$ cat src/rvPkg.sv
//########################################
// RV32I subset only: ADD SUB AND OR SLT ADDI LW SW LUI BEQ JAL
// NOP is ADDI x0,x0,0
//########################################
package rvPkg;

	// data and address width
	localparam int xlen = 32;

	// major opcodes of the kept instructions
	localparam logic [6:0] opR      = 7'b0110011;
	localparam logic [6:0] opImm    = 7'b0010011;
	localparam logic [6:0] opLoad   = 7'b0000011;
	localparam logic [6:0] opStore  = 7'b0100011;
	localparam logic [6:0] opLui    = 7'b0110111;
	localparam logic [6:0] opBranch = 7'b1100011;
	localparam logic [6:0] opJal    = 7'b1101111;

	typedef enum logic [2:0] {
		aluAdd = 3'd0,
		aluSub = 3'd1,
		aluAnd = 3'd2,
		aluOr  = 3'd3,
		aluSlt = 3'd4
	} aluOp_t;

	// operand source for execute, memory stage wins over writeback
	typedef enum logic [1:0] {
		fwdNone = 2'd0,
		fwdMem  = 2'd1,
		fwdWb   = 2'd2
	} fwdSel_t;

	// same 32 bits seen through each encoding format
	typedef union packed {
		struct packed {
			logic [6:0] funct7;
			logic [4:0] rs2, rs1;
			logic [2:0] funct3;
			logic [4:0] rd;
			logic [6:0] opcode;
		} rType;
		struct packed {
			logic [11:0] imm;
			logic [4:0]  rs1;
			logic [2:0]  funct3;
			logic [4:0]  rd;
			logic [6:0]  opcode;
		} iType;
		struct packed {
			logic [6:0] immHi;
			logic [4:0] rs2, rs1;
			logic [2:0] funct3;
			logic [4:0] immLo;
			logic [6:0] opcode;
		} sType;
		struct packed {
			logic       imm12;
			logic [5:0] imm10to5;
			logic [4:0] rs2, rs1;
			logic [2:0] funct3;
			logic [3:0] imm4to1;
			logic       imm11;
			logic [6:0] opcode;
		} bType;
		struct packed {
			logic [19:0] imm;
			logic [4:0]  rd;
			logic [6:0]  opcode;
		} uType;
		struct packed {
			logic       imm20;
			logic [9:0] imm10to1;
			logic       imm11;
			logic [7:0] imm19to12;
			logic [4:0] rd;
			logic [6:0] opcode;
		} jType;
	} instr_t;

	// ADDI x0,x0,0
	localparam logic [31:0] nopInstr = 32'h0000_0013;

endpackage : rvPkg

$ cat src/stageRegs.sv
//########################################
// stallD low holds a boundary, clear wins over hold
// only fetch/decode can be held
//########################################
`timescale 1ns/100ps

module stageRegs (
	input  logic                     clk,
	input  logic                     rst,
	input  logic                     stallD,
	input  logic                     flushD,
	input  logic                     flushE,
	// fetch side
	input  logic [31:0]              instrF,
	input  logic [rvPkg::xlen-1:0]   pcF,
	input  logic [rvPkg::xlen-1:0]   pcPlus4F,
	output rvPkg::instr_t            instrD,
	// decode side
	input  logic                     regWriteD,
	input  logic                     memToRegD,
	input  logic                     memWriteD,
	input  logic                     aluSrcD,
	input  rvPkg::aluOp_t            aluOpD,
	input  logic                     isBranchD,
	input  logic                     isJalD,
	input  logic                     isLuiD,
	input  logic [rvPkg::xlen-1:0]   rd1D,
	input  logic [rvPkg::xlen-1:0]   rd2D,
	input  logic [rvPkg::xlen-1:0]   immD,
	input  logic [4:0]               rs1D,
	input  logic [4:0]               rs2D,
	input  logic [4:0]               rdD,
	output logic                     regWriteE,
	output logic                     memToRegE,
	output logic                     memWriteE,
	output logic                     aluSrcE,
	output rvPkg::aluOp_t            aluOpE,
	output logic                     isBranchE,
	output logic                     isJalE,
	output logic                     isLuiE,
	output logic [rvPkg::xlen-1:0]   rd1E,
	output logic [rvPkg::xlen-1:0]   rd2E,
	output logic [rvPkg::xlen-1:0]   immE,
	output logic [rvPkg::xlen-1:0]   pcE,
	output logic [rvPkg::xlen-1:0]   pcPlus4E,
	output logic [4:0]               rs1E,
	output logic [4:0]               rs2E,
	output logic [4:0]               rdE,
	// execute side
	input  logic [rvPkg::xlen-1:0]   aluOutE,
	input  logic [rvPkg::xlen-1:0]   writeDataE,
	output logic                     regWriteM,
	output logic                     memToRegM,
	output logic                     memWriteM,
	output logic [rvPkg::xlen-1:0]   aluOutM,
	output logic [rvPkg::xlen-1:0]   writeDataM,
	output logic [4:0]               rdM,
	// memory side
	input  logic [rvPkg::xlen-1:0]   readDataM,
	output logic                     regWriteW,
	output logic                     memToRegW,
	output logic [rvPkg::xlen-1:0]   aluOutW,
	output logic [rvPkg::xlen-1:0]   readDataW,
	output logic [4:0]               rdW
);
	import rvPkg::*;

	// decode stage copy of the fetch pc, only needed one stage later
	logic [xlen-1:0] pcD, pcPlus4D;

	// fetch/decode, a cleared slot decodes as NOP
	always_ff @(posedge clk) begin
		if (rst || flushD) begin
			instrD <= nopInstr;
		end else if (stallD) begin
			instrD <= instrF;
		end
	end

	always_ff @(posedge clk) begin
		if (stallD) begin
			pcD      <= pcF;
			pcPlus4D <= pcPlus4F;
		end
	end

	// decode/execute control, bubble on load-use or taken branch
	always_ff @(posedge clk) begin
		if (rst || flushE) begin
			{regWriteE, memToRegE, memWriteE, aluSrcE} <= '0;
			{isBranchE, isJalE, isLuiE} <= '0;
			aluOpE <= aluAdd;
			{rs1E, rs2E, rdE} <= '0;
		end else begin
			{regWriteE, memToRegE, memWriteE, aluSrcE} <=
				{regWriteD, memToRegD, memWriteD, aluSrcD};
			{isBranchE, isJalE, isLuiE} <= {isBranchD, isJalD, isLuiD};
			aluOpE <= aluOpD;
			{rs1E, rs2E, rdE} <= {rs1D, rs2D, rdD};
		end
	end

	// operand payload, meaningless in a bubble
	always_ff @(posedge clk) begin
		rd1E     <= rd1D;
		rd2E     <= rd2D;
		immE     <= immD;
		pcE      <= pcD;
		pcPlus4E <= pcPlus4D;
	end

	// execute/memory
	always_ff @(posedge clk) begin
		if (rst) begin
			{regWriteM, memToRegM, memWriteM} <= '0;
			rdM <= '0;
		end else begin
			{regWriteM, memToRegM, memWriteM} <= {regWriteE, memToRegE, memWriteE};
			rdM <= rdE;
		end
	end

	always_ff @(posedge clk) begin
		aluOutM    <= aluOutE;
		writeDataM <= writeDataE;
	end

	// memory/writeback
	always_ff @(posedge clk) begin
		if (rst) begin
			{regWriteW, memToRegW} <= '0;
			rdW <= '0;
		end else begin
			{regWriteW, memToRegW} <= {regWriteM, memToRegM};
			rdW <= rdM;
		end
	end

	always_ff @(posedge clk) begin
		aluOutW   <= aluOutM;
		readDataW <= readDataM;
	end

endmodule : stageRegs

$ cat src/instrDecoder.sv
//########################################
// anything outside the kept subset decodes as NOP
// writes to x0 are dropped here
//########################################
`timescale 1ns/100ps

module instrDecoder (
	input  rvPkg::instr_t            instrD,
	output logic                     regWrite,
	output logic                     memToReg,
	output logic                     memWrite,
	output logic                     aluSrc,
	output rvPkg::aluOp_t            aluOp,
	output logic                     isBranch,
	output logic                     isJal,
	output logic                     isLui,
	output logic [4:0]               rs1,
	output logic [4:0]               rs2,
	output logic [4:0]               rd,
	output logic [rvPkg::xlen-1:0]   imm
);
	import rvPkg::*;

	always_comb begin
		// NOP defaults, unused sources stay x0 so no false stall
		{regWrite, memToReg, memWrite, aluSrc} = '0;
		{isBranch, isJal, isLui} = '0;
		aluOp = aluAdd;
		{rs1, rs2, rd} = '0;
		imm = '0;
		case (instrD.rType.opcode)
			opR: begin
				rs1 = instrD.rType.rs1;
				rs2 = instrD.rType.rs2;
				rd  = instrD.rType.rd;
				regWrite = 1'b1;
				case (instrD.rType.funct3)
					3'b000: aluOp = instrD.rType.funct7[5] ? aluSub : aluAdd;
					3'b010: aluOp = aluSlt;
					3'b110: aluOp = aluOr;
					3'b111: aluOp = aluAnd;
					default: regWrite = 1'b0;
				endcase
			end
			opImm, opLoad: begin
				// ADDI and LW share the I-type view
				rs1 = instrD.iType.rs1;
				rd  = instrD.iType.rd;
				imm = {{20{instrD.iType.imm[11]}}, instrD.iType.imm};
				aluSrc = 1'b1;
				if (instrD.iType.funct3 == 3'b000 && instrD.iType.opcode == opImm) begin
					regWrite = 1'b1;
				end else if (instrD.iType.funct3 == 3'b010 && instrD.iType.opcode == opLoad) begin
					regWrite = 1'b1;
					memToReg = 1'b1;
				end
			end
			opStore: begin
				rs1 = instrD.sType.rs1;
				rs2 = instrD.sType.rs2;
				imm = {{20{instrD.sType.immHi[6]}}, instrD.sType.immHi, instrD.sType.immLo};
				aluSrc = 1'b1;
				// word stores only
				memWrite = (instrD.sType.funct3 == 3'b010);
			end
			opLui: begin
				rd = instrD.uType.rd;
				imm = {instrD.uType.imm, 12'b0};
				regWrite = 1'b1;
				isLui = 1'b1;
			end
			opBranch: begin
				rs1 = instrD.bType.rs1;
				rs2 = instrD.bType.rs2;
				imm = {{19{instrD.bType.imm12}}, instrD.bType.imm12, instrD.bType.imm11,
					instrD.bType.imm10to5, instrD.bType.imm4to1, 1'b0};
				// BEQ only
				isBranch = (instrD.bType.funct3 == 3'b000);
			end
			opJal: begin
				rd = instrD.jType.rd;
				imm = {{11{instrD.jType.imm20}}, instrD.jType.imm20, instrD.jType.imm19to12,
					instrD.jType.imm11, instrD.jType.imm10to1, 1'b0};
				regWrite = 1'b1;
				isJal = 1'b1;
			end
			default: ;
		endcase
		// x0 is never a real destination
		if (rd == 5'd0) begin
			regWrite = 1'b0;
		end
	end

endmodule : instrDecoder

$ cat src/regFile.sv
//########################################
// all registers clear on reset
// same-cycle write is visible on the reads
//########################################
`timescale 1ns/100ps

module regFile (
	input  logic                     clk,
	input  logic                     rst,
	input  logic [4:0]               ra1,
	input  logic [4:0]               ra2,
	output logic [rvPkg::xlen-1:0]   rd1,
	output logic [rvPkg::xlen-1:0]   rd2,
	input  logic                     we,
	input  logic [4:0]               wa,
	input  logic [rvPkg::xlen-1:0]   wd
);
	import rvPkg::*;

	logic [xlen-1:0] regs [32];

	always_ff @(posedge clk) begin
		if (rst) begin
			for (int i = 0; i < 32; i++) begin
				regs[i] <= '0;
			end
		end else if (we && wa != 5'd0) begin
			regs[wa] <= wd;
		end
	end

	// writeback bypass, x0 hardwired
	assign rd1 = (ra1 == 5'd0) ? '0 : (we && wa == ra1) ? wd : regs[ra1];
	assign rd2 = (ra2 == 5'd0) ? '0 : (we && wa == ra2) ? wd : regs[ra2];

endmodule : regFile

$ cat src/execUnit.sv
//########################################
// BEQ and JAL resolve here, target is pc + imm
// JAL link value rides on the ALU result
//########################################
`timescale 1ns/100ps

module execUnit (
	input  logic [rvPkg::xlen-1:0]   rd1E,
	input  logic [rvPkg::xlen-1:0]   rd2E,
	input  logic [rvPkg::xlen-1:0]   immE,
	input  logic [rvPkg::xlen-1:0]   pcE,
	input  logic [rvPkg::xlen-1:0]   pcPlus4E,
	input  rvPkg::aluOp_t            aluOpE,
	input  logic                     aluSrcE,
	input  logic                     isBranchE,
	input  logic                     isJalE,
	input  logic                     isLuiE,
	input  rvPkg::fwdSel_t           fwdA,
	input  rvPkg::fwdSel_t           fwdB,
	input  logic [rvPkg::xlen-1:0]   aluOutM,
	input  logic [rvPkg::xlen-1:0]   resultW,
	output logic [rvPkg::xlen-1:0]   aluOutE,
	output logic [rvPkg::xlen-1:0]   writeDataE,
	output logic                     takenE,
	output logic [rvPkg::xlen-1:0]   targetE
);
	import rvPkg::*;

	logic [xlen-1:0] srcA, srcB, aluRes;

	// forwarding muxes
	always_comb begin
		case (fwdA)
			fwdMem:  srcA = aluOutM;
			fwdWb:   srcA = resultW;
			default: srcA = rd1E;
		endcase
		case (fwdB)
			fwdMem:  writeDataE = aluOutM;
			fwdWb:   writeDataE = resultW;
			default: writeDataE = rd2E;
		endcase
	end

	// store data keeps the register operand, ALU may take the immediate
	assign srcB = aluSrcE ? immE : writeDataE;

	always_comb begin
		case (aluOpE)
			aluSub:  aluRes = srcA - srcB;
			aluAnd:  aluRes = srcA & srcB;
			aluOr:   aluRes = srcA | srcB;
			aluSlt:  aluRes = {{(xlen-1){1'b0}}, $signed(srcA) < $signed(srcB)};
			default: aluRes = srcA + srcB;
		endcase
	end

	// LUI passes the shifted immediate, JAL writes the link
	assign aluOutE = isJalE ? pcPlus4E : (isLuiE ? immE : aluRes);

	// BEQ compares the forwarded register operands
	assign takenE  = isJalE || (isBranchE && srcA == writeDataE);
	assign targetE = pcE + immE;

endmodule : execUnit

$ cat src/hazardCtrl.sv
//########################################
// stall outputs are active-low holds, low freezes fetch and decode
// loads never forward from memory stage, they stall
//########################################
`timescale 1ns/100ps

module hazardCtrl (
	input  logic [4:0]       rs1D,
	input  logic [4:0]       rs2D,
	input  logic [4:0]       rs1E,
	input  logic [4:0]       rs2E,
	input  logic [4:0]       rdE,
	input  logic             memToRegE,
	input  logic [4:0]       rdM,
	input  logic             regWriteM,
	input  logic [4:0]       rdW,
	input  logic             regWriteW,
	input  logic             takenE,
	output logic             stallF,
	output logic             stallD,
	output logic             flushD,
	output logic             flushE,
	output rvPkg::fwdSel_t   fwdA,
	output rvPkg::fwdSel_t   fwdB
);
	import rvPkg::*;

	logic lwStall;

	// operand forwarding, memory stage first, x0 never forwarded
	always_comb begin
		if (rs1E != 5'd0 && regWriteM && rs1E == rdM) begin
			fwdA = fwdMem;
		end else if (rs1E != 5'd0 && regWriteW && rs1E == rdW) begin
			fwdA = fwdWb;
		end else begin
			fwdA = fwdNone;
		end
		if (rs2E != 5'd0 && regWriteM && rs2E == rdM) begin
			fwdB = fwdMem;
		end else if (rs2E != 5'd0 && regWriteW && rs2E == rdW) begin
			fwdB = fwdWb;
		end else begin
			fwdB = fwdNone;
		end
	end

	// load in execute whose result a decode source needs
	assign lwStall = memToRegE && rdE != 5'd0 && (rdE == rs1D || rdE == rs2D);

	// hold fetch and decode for one cycle
	assign stallF = !lwStall;
	assign stallD = !lwStall;

	// taken branch drops both younger slots, a stall leaves a bubble in execute
	assign flushD = takenE;
	assign flushE = takenE || lwStall;

endmodule : hazardCtrl

$ cat src/riscvCore.sv
//########################################
// memories sit outside and answer in the same cycle
// dmemWe is a one-cycle strobe, word access only
//########################################
`timescale 1ns/100ps

module riscvCore (
	input  logic                     clk,
	input  logic                     rst,
	output logic [rvPkg::xlen-1:0]   imemAddr,
	input  logic [31:0]              instr,
	output logic [rvPkg::xlen-1:0]   dmemAddr,
	output logic [rvPkg::xlen-1:0]   dmemWrData,
	output logic                     dmemWe,
	input  logic [rvPkg::xlen-1:0]   dmemRdData,
	output logic                     retireEn,
	output logic [4:0]               retireReg,
	output logic [rvPkg::xlen-1:0]   retireData
);
	import rvPkg::*;

	// fetch
	logic [xlen-1:0] pcF, pcPlus4F;
	// decode
	instr_t          instrD;
	logic            regWriteD, memToRegD, memWriteD, aluSrcD;
	aluOp_t          aluOpD;
	logic            isBranchD, isJalD, isLuiD;
	logic [4:0]      rs1D, rs2D, rdD;
	logic [xlen-1:0] rd1D, rd2D, immD;
	// execute
	logic            regWriteE, memToRegE, memWriteE, aluSrcE;
	aluOp_t          aluOpE;
	logic            isBranchE, isJalE, isLuiE;
	logic [4:0]      rs1E, rs2E, rdE;
	logic [xlen-1:0] rd1E, rd2E, immE, pcE, pcPlus4E;
	logic [xlen-1:0] aluOutE, writeDataE, targetE;
	logic            takenE;
	// memory
	logic            regWriteM, memToRegM, memWriteM;
	logic [4:0]      rdM;
	logic [xlen-1:0] aluOutM, writeDataM;
	// writeback
	logic            regWriteW, memToRegW;
	logic [4:0]      rdW;
	logic [xlen-1:0] aluOutW, readDataW, resultW;
	// hazard control
	logic            stallF, stallD, flushD, flushE;
	fwdSel_t         fwdA, fwdB;

	// pc, a taken branch overrides a stall, stallF low holds
	always_ff @(posedge clk) begin
		if (rst) begin
			pcF <= '0;
		end else if (takenE) begin
			pcF <= targetE;
		end else if (stallF) begin
			pcF <= pcPlus4F;
		end
	end

	assign pcPlus4F = pcF + 32'd4;
	assign imemAddr = pcF;

	stageRegs stageRegs_i (
		.clk, .rst, .stallD, .flushD, .flushE,
		.instrF(instr), .pcF, .pcPlus4F, .instrD,
		.regWriteD, .memToRegD, .memWriteD, .aluSrcD, .aluOpD,
		.isBranchD, .isJalD, .isLuiD, .rd1D, .rd2D, .immD, .rs1D, .rs2D, .rdD,
		.regWriteE, .memToRegE, .memWriteE, .aluSrcE, .aluOpE,
		.isBranchE, .isJalE, .isLuiE, .rd1E, .rd2E, .immE, .pcE, .pcPlus4E,
		.rs1E, .rs2E, .rdE,
		.aluOutE, .writeDataE,
		.regWriteM, .memToRegM, .memWriteM, .aluOutM, .writeDataM, .rdM,
		.readDataM(dmemRdData),
		.regWriteW, .memToRegW, .aluOutW, .readDataW, .rdW
	);

	instrDecoder instrDecoder_i (
		.instrD,
		.regWrite(regWriteD), .memToReg(memToRegD), .memWrite(memWriteD),
		.aluSrc(aluSrcD), .aluOp(aluOpD),
		.isBranch(isBranchD), .isJal(isJalD), .isLui(isLuiD),
		.rs1(rs1D), .rs2(rs2D), .rd(rdD), .imm(immD)
	);

	// written from writeback, read in decode
	regFile regFile_i (
		.clk, .rst,
		.ra1(rs1D), .ra2(rs2D), .rd1(rd1D), .rd2(rd2D),
		.we(regWriteW), .wa(rdW), .wd(resultW)
	);

	execUnit execUnit_i (
		.rd1E, .rd2E, .immE, .pcE, .pcPlus4E, .aluOpE, .aluSrcE,
		.isBranchE, .isJalE, .isLuiE, .fwdA, .fwdB, .aluOutM, .resultW,
		.aluOutE, .writeDataE, .takenE, .targetE
	);

	hazardCtrl hazardCtrl_i (
		.rs1D, .rs2D, .rs1E, .rs2E, .rdE, .memToRegE,
		.rdM, .regWriteM, .rdW, .regWriteW, .takenE,
		.stallF, .stallD, .flushD, .flushE, .fwdA, .fwdB
	);

	// memory stage drives the data port directly
	assign dmemAddr   = aluOutM;
	assign dmemWrData = writeDataM;
	assign dmemWe     = memWriteM;

	// writeback select
	assign resultW = memToRegW ? readDataW : aluOutW;

	// retire port mirrors the register file write
	assign retireEn   = regWriteW;
	assign retireReg  = rdW;
	assign retireData = resultW;

endmodule : riscvCore

$ cat config.mk
export PLATFORM = sky130hd
export DESIGN_NAME = riscvCore
export DESIGN_NICKNAME = d
export VERILOG_FILES = /design/src/rvPkg.sv /design/src/stageRegs.sv /design/src/instrDecoder.sv /design/src/regFile.sv /design/src/execUnit.sv /design/src/hazardCtrl.sv /design/src/riscvCore.sv
export SDC_FILE = /design/constraint.sdc
export NUM_CORES = 2
export LEC_CHECK = 0
export BUFFER_PORTS_ARGS = -buffer_cell sky130_fd_sc_hd__buf_2
export CORE_UTILIZATION = 44
export DETAILED_ROUTE_END_ITERATION = 7
export GPL_ROUTABILITY_DRIVEN = 0
export SLEW_MARGIN = 20
export SYNTH_ARGS = -nofsm -noshare
export SYNTH_HDL_FRONTEND = slang
export SYNTH_SLANG_ARGS = --single-unit
$ cat constraint.sdc
create_clock -name clk -period 7.33 [get_ports clk]
set_input_delay 0.3665 -clock clk [delete_from_list [all_inputs] [get_ports clk]]
set_output_delay 0.3665 -clock clk [all_outputs]
set_load 0.005 [all_outputs]
==> impl_metrics.yaml <==
power_and_ir_drop:
  ir_drop_mv: 0.203
  power.leakage_uw: 0.0310
  p_per_area_nw_per_um2: 237
final_layout:
  nNetsFinal: 8212
  final_cell_mix: "1252 x nor2_1, 1198 x nand2_1, 1086 x edfxtp_1"
  final_common_cell: "nor2_1"
  drive_gt1_frac: 0.116
  stdcell_count: 10458
  areaGrowthSynthToFinish_pct: 11.9
  fill_cells: 15633
sta:
  finClkSkew_ns: 0.0323
  layout_min_cycle_time_ns: 6.20
  relSlewSlack: 0.111
  drv_slew: 0
  fin_crit_sh: 0.846
  timing.setup.tns_ns: 0
  setup_viol_count_final: 0
  fmax_ghz: 0.161
  finalHoldViolCount: 0
  hold_slack_ns: 0.186
  worst_pin_slew_ns: 1.32
  setup_ws_ns: 1.13
  rsz0062_at_grt: "no"
synthesis:
  postSynthCellCount: 8150
  synth_area_per_cell_um2: 9.39
  seq_area_frac_synth: 0.528
  syn_area_um2: 76500
  synthArstFlopShare: 0
  ys.warnings.count: 0
  synth_cell_types: 84
  ys_ff_latch: 1476
  synth_edf_count: 1086
  synthFlopType: "edfxtp_1"
cts:
  cts_sinks: 1476
  post_cts_buffers: 0
  cts_buffers: 156
  clock_path_buffers: 3
  clk_latency_ns: 0.83
  cts_tree: "built"
  cts_root_buffer: "clkbuf_16"
  clk_pin_slew_worst_paths_ns: 0.06
  htreeDepth: 4
  ctsResizeCount: 0
critical_path:
  max_stage_delay_ns: 0.70
  cpMaxStageDelayCell: "a211oi_4"
  end_kind: "register"
  cp_top_family: "compound AO/OA/AOI/OAI gates"
  regToRegSetupSlack_ns: 1.13
  crit_buf_inv: 1
  arrival_ns: 6.93
  reg2reg_depth: 19
  r2r_end: "stageRegs_i.aluOutM[30]$_DFF_P_"
  path_cells: "xor2_1 > a211oi_4 > and2_4 > o21ai_0 > o21ai_0 > mux2_2 > ha_1 > inv_1 > fa_1 > a21oi_1 > o211ai_1 > o2111ai_1 > a21o_1 > a41oi_1 > a211o_1 > a221oi_1 > xor2_1 > a21oi_1 > o31ai_1"
  r2r-start: "stageRegs_i.rdW[0]$_SDFF_PP0_"
  cp.required_ns: 8.06
  cp_max_fo: 34
  setup.worst_path.class: "register to register"
  start_kind: "register"
floorplanning:
  dieArea_um2: 176000
  placementRows: 152
  start_util: 0.444
  dieHeight_um: 419
  core_area_um2: 172000
  dieWidth_um: 419
  io_pins: 201
min_path:
  worst_hold_path_type: "input port to register"
  hold_depth: 2
  hold-path-endpoint: "stageRegs_i.readDataW[12]$_DFF_P_"
  hold_start: "dmemRdData[12]"
run:
  cap_violations: 0
grt:
  grt_usage: 0.359
  antenna_found_initial: 12
  overflow: 0
  grt_start_max_net_pins: 129
  grt_pass1_wl_um: 457000
  grt_pass1_vias: 64299
route:
  drt_wl_total_um: 325000
  drt_first_pass_iters: 8
  drcViolationCount: 0
  initialDrtViolationCount: 11732
  drtAntennaViolNets: 0
  post_drt_wl_per_cell_um: 31.1
  avgViaCountPerCell: 6.63
  vias: 69307
place:
  dp_hpwl_um: 194000
  dp_slack_ns: 1.25
  io_buffers: 200
  placed_cells: 10103
outcome:
  run_status: "completed"
## synth_stat cells, types with 11 or more instances
master	number	area (um2)
buf_1	38	143
a311oi_1	36	315
o211ai_1	19	143
nand2b_1	18	113
a31oi_1	171	1070
buf_2	37	185
a211oi_2	12	150
a211oi_1	218	1640
a21o_1	45	338
nor3_1	126	631
dfxtp_1	390	7810
nor4_1	75	469
clkbuf_1	673	2530
ha_1	128	1600
mux2_2	164	1850
nor2b_1	60	375
a221o_1	26	260
a221oi_1	41	359
buf_4	11	82.6
nand3_1	542	2710
a21oi_1	440	2200
o221ai_1	384	3360
mux2i_1	90	901
o21ai_1	19	95.1
and3_1	16	100
o21ai_0	207	1040
nor2_1	1254	4710
xor2_1	62	543
nand4_1	11	68.8
edfxtp_1	1086	32600
o21bai_1	22	165
and2_1	16	100
o22ai_1	23	144
inv_1	158	593
nand2_1	1270	4770
xnor2_1	103	902
## report_power, final
part	total, uW	internal (uW)	switching, uW
registers	9640	9270	366
clock network	8010	4550	3460
logic	2640	749	1890
## metrics by stage
| stage | instance area (um2) | utilization | total power, uW |
|---|---|---|---|
| after floorplan | 76600 | - | 11100 |
| after global placement | 79900 | 0.464 | 12200 |
| after detailed placement | 79900 | 0.464 | 12300 |
| after CTS | 85600 | 0.497 | 20200 |
| after global routing | 85600 | 0.497 | 20700 |
| final | 85600 | 0.497 | 20300 |
## metal layers
layer	GRT usage	up-vias	wire [um]
li1	-	29141	-
met1	0.456	33492	116000
met2	0.530	5520	139000
met3	0.114	1140	46800
met4	0.222	14	22900
met5	0	-	170
## state kept, by name, summed over array words and instances, names as in the netlist, 30 cells and up
register and flops:
imemAddr 32, regFile_i.regs 1024, stageRegs_i.aluOutM 32, stageRegs_i.aluOutW 32, stageRegs_i.immE 32, stageRegs_i.instrD 32, stageRegs_i.pcD 30, stageRegs_i.pcE 32
stageRegs_i.pcPlus4D 32, stageRegs_i.pcPlus4E 30, stageRegs_i.rd1E 32, stageRegs_i.rd2E 32, stageRegs_i.readDataW 32, stageRegs_i.writeDataM 32
## kinds of logic (layout without fill, tap and decap cells)
| kind of cell | Yosys count | in the layout | synth area share |
|---|---|---|---|
| AO/OA/AOI/OAI | 1753 | 1753 | 0.158 |
| XOR/XNOR | 165 | 165 | 0.0189 |
| adder cells (fa/ha/maj) | 131 | 131 | 0.0217 |
| buffers and inverters | 923 | 882 | 0.0468 |
| flip-flops | 1476 | 1476 | 0.528 |
| multiplexers | 254 | 254 | 0.0359 |
| other | 1 | 40 | 0.0000490 |
| AND/OR/NAND/NOR | 3447 | 3447 | 0.190 |
## final cells by class
cell class	instances	area (um2)	area share
repair buffers	439	3200	0.0373
flip-flops and latches	1476	40400	0.472
clock inverters	78	688	0.00804
multi-input cells	5782	33400	0.391
well taps	2310	2890	0.0338
diodes	8	20.0	0.000234
inverters	160	609	0.00712
clock buffers	205	4340	0.0507
## repair_timing
item / CTS / global route
endpoints found under the setup margin: 0 / 0
hold buffers: 64 / 0
endpoints found under the hold margin: 64 / 0
## how the worst max path moves through the flow
stage	start	endpoint	slack, ns	depth (start not counted)
5_1_grt	stageRegs_i.rdW[0]$_SDFF_PP0_	stageRegs_i.aluOutM[30]$_DFF_P_	0.91	19
2_1_floorplan	stageRegs_i.rs2E[0]$_SDFF_PP0_	stageRegs_i.aluOutM[30]$_DFF_P_	2.17	23
3_5_place_dp	stageRegs_i.rdW[0]$_SDFF_PP0_	stageRegs_i.aluOutM[30]$_DFF_P_	1.25	19
3_3_place_gp	stageRegs_i.rdW[0]$_SDFF_PP0_	stageRegs_i.aluOutM[30]$_DFF_P_	1.17	19
4_1_cts	stageRegs_i.rdW[0]$_SDFF_PP0_	stageRegs_i.aluOutM[30]$_DFF_P_	1.23	19
6_report	stageRegs_i.rdW[0]$_SDFF_PP0_	stageRegs_i.aluOutM[30]$_DFF_P_	1.13	19
(Power assumes the default switching activity.)
